File: src/source/mcu_pkg.sv
// Shared bus widths, memory map and register indices of the mini MCU.
// Imported by every RTL block and by the testbench.
package mcu_pkg;

  localparam int ADDR_W = 32;
  localparam int DATA_W = 32;

  localparam int NUM_MASTERS = 2;
  localparam int MST_IDX_W = $clog2(NUM_MASTERS);

  // 1 KiB of word-addressed RAM
  localparam int RAM_WORDS = 256;
  localparam int RAM_IDX_W = $clog2(RAM_WORDS);

  localparam int REGION_W = 4;
  localparam int BYTE_OFF_W = 2;
  localparam int CTRL_IDX_W = 2;

  // address bits 31..28
  localparam logic [REGION_W-1:0] REGION_RAM = 4'h0;
  localparam logic [REGION_W-1:0] REGION_CTRL = 4'h2;

  localparam logic [CTRL_IDX_W-1:0] CTRL_EXIT_VALUE = 2'd0;
  localparam logic [CTRL_IDX_W-1:0] CTRL_EXIT_VALID = 2'd1;
  localparam logic [CTRL_IDX_W-1:0] CTRL_SCRATCH = 2'd2;

  localparam logic [DATA_W-1:0] UNMAPPED_DATA = 32'hBADACCE5;

  typedef logic [DATA_W-1:0] word_t;
  typedef logic [DATA_W/8-1:0] be_t;
  typedef logic [MST_IDX_W-1:0] mst_idx_t;

  // one bus address, seen either as a RAM word or as a control register
  typedef union packed {
    logic [ADDR_W-1:0] raw;
    struct packed {
      logic [REGION_W-1:0] region;
      logic [ADDR_W-REGION_W-RAM_IDX_W-BYTE_OFF_W-1:0] unused;
      logic [RAM_IDX_W-1:0] word_idx;
      logic [BYTE_OFF_W-1:0] byte_off;
    } ram;
    struct packed {
      logic [REGION_W-1:0] region;
      logic [ADDR_W-REGION_W-CTRL_IDX_W-BYTE_OFF_W-1:0] unused;
      logic [CTRL_IDX_W-1:0] reg_idx;
      logic [BYTE_OFF_W-1:0] byte_off;
    } ctrl;
  } mcu_addr_u;

  // merge the enabled bytes of new_w into old_w
  function automatic word_t apply_be(word_t old_w, word_t new_w, be_t be);
    word_t res;
    res = old_w;
    for (int b = 0; b < DATA_W / 8; b++) begin
      if (be[b]) begin
        res[b*8 +: 8] = new_w[b*8 +: 8];
      end
    end
    return res;
  endfunction

endpackage

File: src/source/obi_if.sv
// OBI request/response bundle between a bus master and a slave.
// The master modport issues requests, the slave modport answers them.
`timescale 1ns/1ps

interface obi_if;
  import mcu_pkg::*;

  logic              req;
  logic              gnt;
  logic [ADDR_W-1:0] addr;
  logic              we;
  be_t               be;
  word_t             wdata;
  logic              rvalid;
  word_t             rdata;

  modport master (
    output req, addr, we, be, wdata,
    input  gnt, rvalid, rdata
  );

  modport slave (
    input  req, addr, we, be, wdata,
    output gnt, rvalid, rdata
  );

endinterface

File: src/source/soc_ctrl.sv
// SoC control block with exit value, sticky exit valid and a scratch word.
// Registers are written at the grant edge and read back one cycle later.
`timescale 1ns/1ps

module soc_ctrl (
    input logic clk_i,
    input logic rst_n_i,

    obi_if.slave bus_i,

    output mcu_pkg::word_t exit_value_o,
    output logic           exit_valid_o
);

  import mcu_pkg::*;

  mcu_addr_u             addr_view;
  logic [CTRL_IDX_W-1:0] reg_idx;
  logic                  wr_en;

  word_t exit_value_q;
  word_t scratch_q;
  logic  exit_valid_q;
  logic  rvalid_q;
  word_t rdata_q;

  assign addr_view.raw = bus_i.addr;
  assign reg_idx       = addr_view.ctrl.reg_idx;

  assign bus_i.gnt = bus_i.req;
  assign wr_en     = bus_i.req && bus_i.we;

  always_ff @(posedge clk_i) begin
    if (!rst_n_i) begin
      exit_value_q <= '0;
      scratch_q    <= '0;
      exit_valid_q <= 1'b0;
      rvalid_q     <= 1'b0;
    end else begin
      rvalid_q <= bus_i.req;
      if (wr_en) begin
        case (reg_idx)
          CTRL_EXIT_VALUE: exit_value_q <= apply_be(exit_value_q, bus_i.wdata, bus_i.be);
          CTRL_SCRATCH:    scratch_q <= apply_be(scratch_q, bus_i.wdata, bus_i.be);
          // sticky until reset
          CTRL_EXIT_VALID: exit_valid_q <= exit_valid_q | bus_i.wdata[0];
          default:         ;
        endcase
      end
    end
  end

  always_ff @(posedge clk_i) begin
    if (bus_i.req && !bus_i.we) begin
      case (reg_idx)
        CTRL_EXIT_VALUE: rdata_q <= exit_value_q;
        CTRL_EXIT_VALID: rdata_q <= {{(DATA_W-1){1'b0}}, exit_valid_q};
        CTRL_SCRATCH:    rdata_q <= scratch_q;
        default:         rdata_q <= '0;
      endcase
    end
  end

  assign bus_i.rvalid = rvalid_q;
  assign bus_i.rdata  = rdata_q;

  assign exit_value_o = exit_value_q;
  assign exit_valid_o = exit_valid_q;

endmodule

File: src/flat_wrapper.sv
// flat-port wrapper written by rule: the top's interface ports become plain ports
module soc_ctrl_flat import mcu_pkg::*;
  (clk_i, rst_n_i, exit_value_o, exit_valid_o, bus_i_req, bus_i_addr, bus_i_we, bus_i_be, bus_i_wdata, bus_i_gnt, bus_i_rvalid, bus_i_rdata);
  obi_if bus_i_i ();
  input logic clk_i;
  input logic rst_n_i;
  output mcu_pkg::word_t exit_value_o;
  output logic exit_valid_o;
  input wire logic [$bits(bus_i_i.req)-1:0] bus_i_req;
  input wire logic [$bits(bus_i_i.addr)-1:0] bus_i_addr;
  input wire logic [$bits(bus_i_i.we)-1:0] bus_i_we;
  input wire logic [$bits(bus_i_i.be)-1:0] bus_i_be;
  input wire logic [$bits(bus_i_i.wdata)-1:0] bus_i_wdata;
  output wire logic [$bits(bus_i_i.gnt)-1:0] bus_i_gnt;
  output wire logic [$bits(bus_i_i.rvalid)-1:0] bus_i_rvalid;
  output wire logic [$bits(bus_i_i.rdata)-1:0] bus_i_rdata;
  assign bus_i_i.req = bus_i_req;
  assign bus_i_i.addr = bus_i_addr;
  assign bus_i_i.we = bus_i_we;
  assign bus_i_i.be = bus_i_be;
  assign bus_i_i.wdata = bus_i_wdata;
  assign bus_i_gnt = bus_i_i.gnt;
  assign bus_i_rvalid = bus_i_i.rvalid;
  assign bus_i_rdata = bus_i_i.rdata;
  soc_ctrl u_core (.clk_i(clk_i), .rst_n_i(rst_n_i), .bus_i(bus_i_i), .exit_value_o(exit_value_o), .exit_valid_o(exit_valid_o));
endmodule
File: config.mk
export PLATFORM = sky130hd
export DESIGN_NAME = soc_ctrl_flat
export DESIGN_NICKNAME = d
export VERILOG_FILES = /design/src/source/mcu_pkg.sv /design/src/source/obi_if.sv /design/src/source/soc_ctrl.sv /design/src/flat_wrapper.sv
export SDC_FILE = /design/constraint.sdc
export NUM_CORES = 1
export LEC_CHECK = 0
export BUFFER_PORTS_ARGS = -buffer_cell sky130_fd_sc_hd__buf_2
export CAP_MARGIN = 20
export CORE_MARGIN = 2
export CORE_UTILIZATION = 48
export DETAILED_ROUTE_END_ITERATION = 8
export PLACE_DENSITY = 0.77
export SYNTH_ARGS = -nofsm -noshare
export SYNTH_HDL_FRONTEND = slang
export SYNTH_SLANG_ARGS = --single-unit
File: constraint.sdc
create_clock -name clk_i -period 6.4 [get_ports clk_i]
set_input_delay 1.92 -clock clk_i [delete_from_list [all_inputs] [get_ports clk_i]]
set_output_delay 1.92 -clock clk_i [all_outputs]
set_load 0.01 [all_outputs]
==> results of run 1 <==
state kept, by name, indices dropped and copies added (netlist names):
signal               cells
u_core.bus_i.rdata      32
u_core.exit_value_o     32
u_core.bus_i.rvalid      1
u_core.exit_valid_o      1
u_core.scratch_q        32
cells in the mapped netlist:
cell type	n	area [sq um]
nand2_1	98	368
mux2i_1	96	961
dfxtp_1	66	1320
edfxtp_1	32	961
nor2_1	31	116
clkbuf_1	12	45.0
buf_6	5	56.3
nor2_8	5	100
buf_2	4	20.0
buf_4	4	30.0
nand2b_4	4	55.1
nand3_2	4	40.0
and2_1	1	6.26
inv_1	1	3.75
nand2b_1	1	6.26
nor2b_1	1	6.26
nor3_1	1	5.00
o21a_1	1	7.51
o22ai_1	1	6.26
per-layer routing:
layer,vias up,track usage [%],routed length (microns)
met1,1384,21.5,3660
met4,0,6.69,122
met5,-,0,0
met3,9,4.89,385
li1,1415,-,-
met2,61,33.6,4390
per-stage QoR:
stage	area [sq um]	util [%]	std cells	power [W]
after global placement	4660	56.4	558	0.000756
after floorplan	4120	-	368	0.000727
final	4850	58.8	574	0.00114
after detailed placement	4660	56.4	558	0.000759
after global routing	4850	58.8	574	0.00118
after CTS	4850	58.8	574	0.00115
worst paths after layout:
| kind | to | slack, ps | cells after the start |
|---|---|---|---|
| max | bus_i_gnt | 2210 | 2 |
| min | u_core.scratch_q[30]$_SDFFE_PN0P_ | 460 | 2 |
| max reg2reg | u_core.bus_i.rdata[0]$_DFFE_PP_ | 5560 | 2 |
| min reg2reg | u_core.scratch_q[30]$_SDFFE_PN0P_ | 460 | 2 |
logic make-up after synthesis:
family | Yosys count
and+or+nand+nor | 146
DFF | 98
muxes | 96
buffers and inverters | 26
AOI/OAI and AO/OA | 2
power by group through the flow:
| stage | clock (W) | combinational, W | sequential, W |
|---|---|---|---|
| 2_1_floorplan | 0 | 0.0000515 | 0.000676 |
| 6_report | 0.000395 | 0.0000862 | 0.000657 |
| 5_1_grt | 0.000429 | 0.0000943 | 0.000658 |
| 4_1_cts | 0.000401 | 0.0000877 | 0.000657 |
| 3_3_place_gp | 0 | 0.0000857 | 0.000671 |
| 3_5_place_dp | 0 | 0.0000873 | 0.000671 |
area by class of cell:
type | count | area [sq um]
sequential | 98 | 2280
fill | 726 | 3410
inverter | 1 | 3.75
tap | 105 | 131
timing repair buffer | 110 | 556
clock inverter | 6 | 66.3
clock buffer | 10 | 128
multi-input combinational | 244 | 1690
==> flow_metrics.env, run 1 <==
export IMPL_firstDrtPassIters=4
export IMPL_path_clk_slew_ps=90
export IMPL_netlist_area_sq_um=4120
export IMPL_cts_root_buffer="clkbuf_8"
export IMPL_critPathRequiredTime_ps=4480
export IMPL_die_h_microns=96.6
export IMPL_synth_compound_area_share_pct=0.334
export IMPL_syn_nets=440
export IMPL_grt_pass1_wl_mm=13.2
export IMPL_cts_htree_levels=3
export IMPL_finalMaxSlewViolations=0
export IMPL_vias=2869
export IMPL_hp_class="reg -> reg"
export IMPL_worstPathCellList="buf_2 > buf_2"
export IMPL_initial_core_util_pct=49.8
export IMPL_grt_max_degree=51
export IMPL_avgSynthCellArea_sq_um=11.2
export IMPL_drtIter0Drc=62
export IMPL_viasPerCell=5.00
export IMPL_die_w_microns=96.6
export IMPL_power_density_nw_per_um2=235
export IMPL_wl_per_cell_microns=14.9
export IMPL_ys_warnings_count=0
export IMPL_route_detailed_drc=0
export IMPL_cts_buffers=9
export IMPL_final_cell_mix="108 x buf_2, 98 x nand2_1, 96 x mux2i_1, 66 x dfxtp_1, 32 x edfxtp_1"
export IMPL_antenna_cells=0
export IMPL_hold_start="u_core.scratch_q[30]$_SDFFE_PN0P_"
export IMPL_whs_ps=461
export IMPL_ys_ff_latch=98
export IMPL_finalHoldViolCount=0
export IMPL_p_comb_share_pct=7.6
export IMPL_fin_crit_ps=4190
export IMPL_path_delay_family="buffers and inverters"
export IMPL_synth_adder_area_share_pct=0
export IMPL_setup_tns_ps=0
export IMPL_pwr_share_seq_pct=57.7
export IMPL_worstReg2RegStart="u_core.exit_valid_o$_SDFFE_PN0P_"
export IMPL_slowest_delay_ps=190
export IMPL_fin_crit_sh_pct=65.5
export IMPL_grt_pass1_vias=2756
export IMPL_post_cts_buffers=0
export IMPL_slew_limit_headroom_pct=33.0
export IMPL_synth_distinct_cells=19
export IMPL_clkLatencyLatePin_ps=350
export IMPL_ant_nets=0
export IMPL_hold_buffers=0
export IMPL_crit_top_cell="buf_2"
export IMPL_ctsResizeCount=0
export IMPL_p_switching_w=0.000272
export IMPL_tritoncts="built"
export IMPL_clock_skew_final_ps=11.8
export IMPL_post_place_ws_ps=2200
export IMPL_power_share_switching_pct=23.9
export IMPL_dieArea_sq_um=9330
export IMPL_yosysSeqAreaShare_pct=55.5
export IMPL_overflow=0
export IMPL_p_clk_share_pct=34.7
export IMPL_tightest_slew_ps=1000
export IMPL_crit_arrival_ps=2270
export IMPL_power_internal_w=0.000866
export IMPL_dp_hpwl_mm=5.65
export IMPL_drv_cap=0
export IMPL_cts_path_max_buffers=2
export IMPL_ios=139
export IMPL_drive_above_1_share_pct=29.4
export IMPL_gp_congestion=0.731
export IMPL_rsz0062_at_grt="no"
export IMPL_fmax_mhz=239
export IMPL_p_leak_nw=2.34
export IMPL_crit_path_start="bus_i_req"
export IMPL_endpoint_kind="primary output"
export IMPL_synth_cells=368
export IMPL_cts_sinks=98
export IMPL_critPathKind="in -> out"
export IMPL_timing_final_ws_setup_ps=2210
export IMPL_status="finished, final reports clean"
export IMPL_path_buf_inv=2
export IMPL_setup_viol=0
export IMPL_synthMuxAreaShare_pct=23.4
export IMPL_synth_top_family_by_area="multiplexers"
export IMPL_cp_max_fo=8
export IMPL_layout_commonest_cell="buf_2"
export IMPL_cp_slowest_cell="buf_2"
export IMPL_portBuffers=108
export IMPL_antenna_found_initial=0
export IMPL_synthToLayoutAreaGrowth_pct=17.9
export IMPL_grt_util_all_layers_pct=18.7
export IMPL_layout_nets=536
export IMPL_synth_xor_area_share_pct=0
export IMPL_start_kind="input port"
export IMPL_finalWirelength_mm=8.56
export IMPL_rows=33
export IMPL_ir_drop_mv=0.118
export IMPL_core_area_sq_um=8260
export IMPL_yosys_area_share_simple_pct=17.1
No activity file was read; power rests on OpenSTA's default activity.
==> run 2, diff against run 1 <==
--- a/config.mk
+++ b/config.mk
@@ -8,9 +8,9 @@
 export BUFFER_PORTS_ARGS = -buffer_cell sky130_fd_sc_hd__buf_2
 export CAP_MARGIN = 20
 export CORE_MARGIN = 2
-export CORE_UTILIZATION = 48
+export CORE_UTILIZATION = 45
 export DETAILED_ROUTE_END_ITERATION = 8
-export PLACE_DENSITY = 0.77
+export PLACE_DENSITY = 0.76
 export SYNTH_ARGS = -nofsm -noshare
 export SYNTH_HDL_FRONTEND = slang
 export SYNTH_SLANG_ARGS = --single-unit
==> constraint.sdc (replaced) <==
create_clock -name clk_i -period 3.4 [get_ports clk_i]
set_input_delay 1.02 -clock clk_i [delete_from_list [all_inputs] [get_ports clk_i]]
set_output_delay 1.02 -clock clk_i [all_outputs]
set_load 0.01 [all_outputs]
==> flow_metrics.env, run 2 (same netlist as run 1, synthesis figures left out) <==
export IMPL_path_clk_slew_ps=80
export IMPL_grt_max_degree=36
export IMPL_layout_nets=543
export IMPL_tritoncts="built"
export IMPL_critPathCapture="bus_i_gnt"
export IMPL_layout_commonest_cell="buf_2"
export IMPL_finalWirelength_mm=8.41
export IMPL_cp_depth=2
export IMPL_firstDrtPassIters=5
export IMPL_cts_root_buffer="clkbuf_8"
export IMPL_antenna_found_initial=0
export IMPL_dieArea_sq_um=9930
export IMPL_portBuffers=108
export IMPL_gp_congestion=0.764
export IMPL_dp_hpwl_mm=5.90
export IMPL_post_cts_buffers=0
export IMPL_fillers=777
export IMPL_grt_util_all_layers_pct=17.5
export IMPL_core_area_sq_um=8810
export IMPL_fin_crit_ps=2400
export IMPL_timing_final_ws_setup_ps=996
export IMPL_drv_cap=0
export IMPL_rsz0062_at_grt="no"
export IMPL_wl_per_cell_microns=14.4
export IMPL_cp_slowest_cell="buf_2"
export IMPL_power_density_nw_per_um2=428
export IMPL_path_delay_family="buffers and inverters"
export IMPL_initial_core_util_pct=46.7
export IMPL_final_core_util_pct=55.6
export IMPL_multi_input_area_sq_um=1690
export IMPL_synthToLayoutAreaGrowth_pct=19.0
export IMPL_clkLatencyLatePin_ps=350
export IMPL_ios=139
export IMPL_setup_tns_ps=0
export IMPL_worstReg2RegStart="u_core.exit_valid_o$_SDFFE_PN0P_"
export IMPL_tightest_slew_ps=592
export IMPL_post_place_ws_ps=1000
export IMPL_r2r_end="u_core.bus_i.rdata[0]$_DFFE_PP_"
export IMPL_final_cells=584
export IMPL_final_cell_mix="108 x buf_2, 98 x nand2_1, 96 x mux2i_1, 66 x dfxtp_1, 32 x edfxtp_1"
export IMPL_slowest_delay_ps=200
export IMPL_place_area_sq_um=4710
export IMPL_rrSetupSlack_ps=2580
export IMPL_drive_above_1_share_pct=30.7
export IMPL_path_buf_inv=2
export IMPL_viasPerCell=4.91
export IMPL_hold_buffers=0
export IMPL_hp_class="reg -> reg"
export IMPL_endpoint_kind="primary output"
export IMPL_register_area_sq_um=2280
export IMPL_rows=34
export IMPL_crit_top_cell="buf_2"
export IMPL_status="finished, final reports clean"
export IMPL_fin_crit_sh_pct=70.7
export IMPL_finalHoldViolCount=0
export IMPL_ctsResizeCount=0
export IMPL_ir_drop_mv=0.251
export IMPL_cp_max_fo=8
export IMPL_drtIter0Drc=90
export IMPL_grt_pass1_wl_mm=13.6
export IMPL_dp_cells=568
export IMPL_overflow=0
export IMPL_vias=2869
export IMPL_worstPathCellList="buf_2 > buf_2"
export IMPL_r2r_worst_path_cells=2
export IMPL_cts_htree_levels=3
export IMPL_cts_path_max_buffers=2
export IMPL_die_w_microns=99.6
export IMPL_design_area_sq_um=4900
export IMPL_fmax_mhz=416
export IMPL_slew_limit_headroom_pct=60.6
export IMPL_p_leak_nw=2.37
export IMPL_clock_skew_final_ps=13.7
export IMPL_ant_nets=0
export IMPL_grt_pass1_vias=2760
export IMPL_finalMaxSlewViolations=0
export IMPL_setup_viol=0
export IMPL_crit_path_start="bus_i_req"
export IMPL_crit_arrival_ps=1380
export IMPL_cts_buffers=9
export IMPL_critPathRequiredTime_ps=2380
export IMPL_cts_sinks=98
export IMPL_critPathKind="in -> out"
export IMPL_start_kind="input port"
export IMPL_antenna_cells=0
export IMPL_die_h_microns=99.6
export IMPL_route_detailed_drc=0
## run 2: layout make-up
cell class,count,area share (%)
inverters,1,0.0767
clock buffers,12,3.17
repair buffers,117,12.4
well taps,108,2.76
multi-input cells,244,34.4
clock inverters,4,0.537
flip-flops and latches,98,46.6
## run 2: how the worst min path moves through the flow
stage	start	slack, ps	cells past startpoint	end
final	u_core.scratch_q[25]$_SDFFE_PN0P_	460	2	u_core.scratch_q[25]$_SDFFE_PN0P_
after global placement	u_core.scratch_q[20]$_SDFFE_PN0P_	440	2	u_core.scratch_q[20]$_SDFFE_PN0P_
after global routing	u_core.scratch_q[9]$_SDFFE_PN0P_	480	2	u_core.scratch_q[9]$_SDFFE_PN0P_
after detailed placement	u_core.scratch_q[16]$_SDFFE_PN0P_	450	2	u_core.scratch_q[16]$_SDFFE_PN0P_
after CTS	u_core.scratch_q[25]$_SDFFE_PN0P_	460	2	u_core.scratch_q[25]$_SDFFE_PN0P_
after floorplan	u_core.scratch_q[10]$_SDFFE_PN0P_	430	2	u_core.scratch_q[10]$_SDFFE_PN0P_
## run 2: power by group
group	internal, W	leakage (nW)	total (W)	switching [W]
Combinational	0.0000652	1.43	0.000169	0.000104
Sequential	0.00123	0.850	0.00124	0.00000876
Clock	0.000306	0.0924	0.000691	0.000385
## run 2: layer usage
metal / global-route usage, % / routed length [microns] / up-vias
li1: - / - / 1443
met1: 23.0 / 3850 / 1346
met2: 28.8 / 4130 / 72
met3: 3.51 / 333 / 8
met4: 6.01 / 94 / 0
met5: 0 / 0 / -
## run 2: per-stage QoR
step	total power (W)	hold slack [ps]
final	0.00210	457
after global routing	0.00219	484
after detailed placement	0.00143	447
after CTS	0.00212	462
after global placement	0.00143	441
after floorplan	0.00137	434
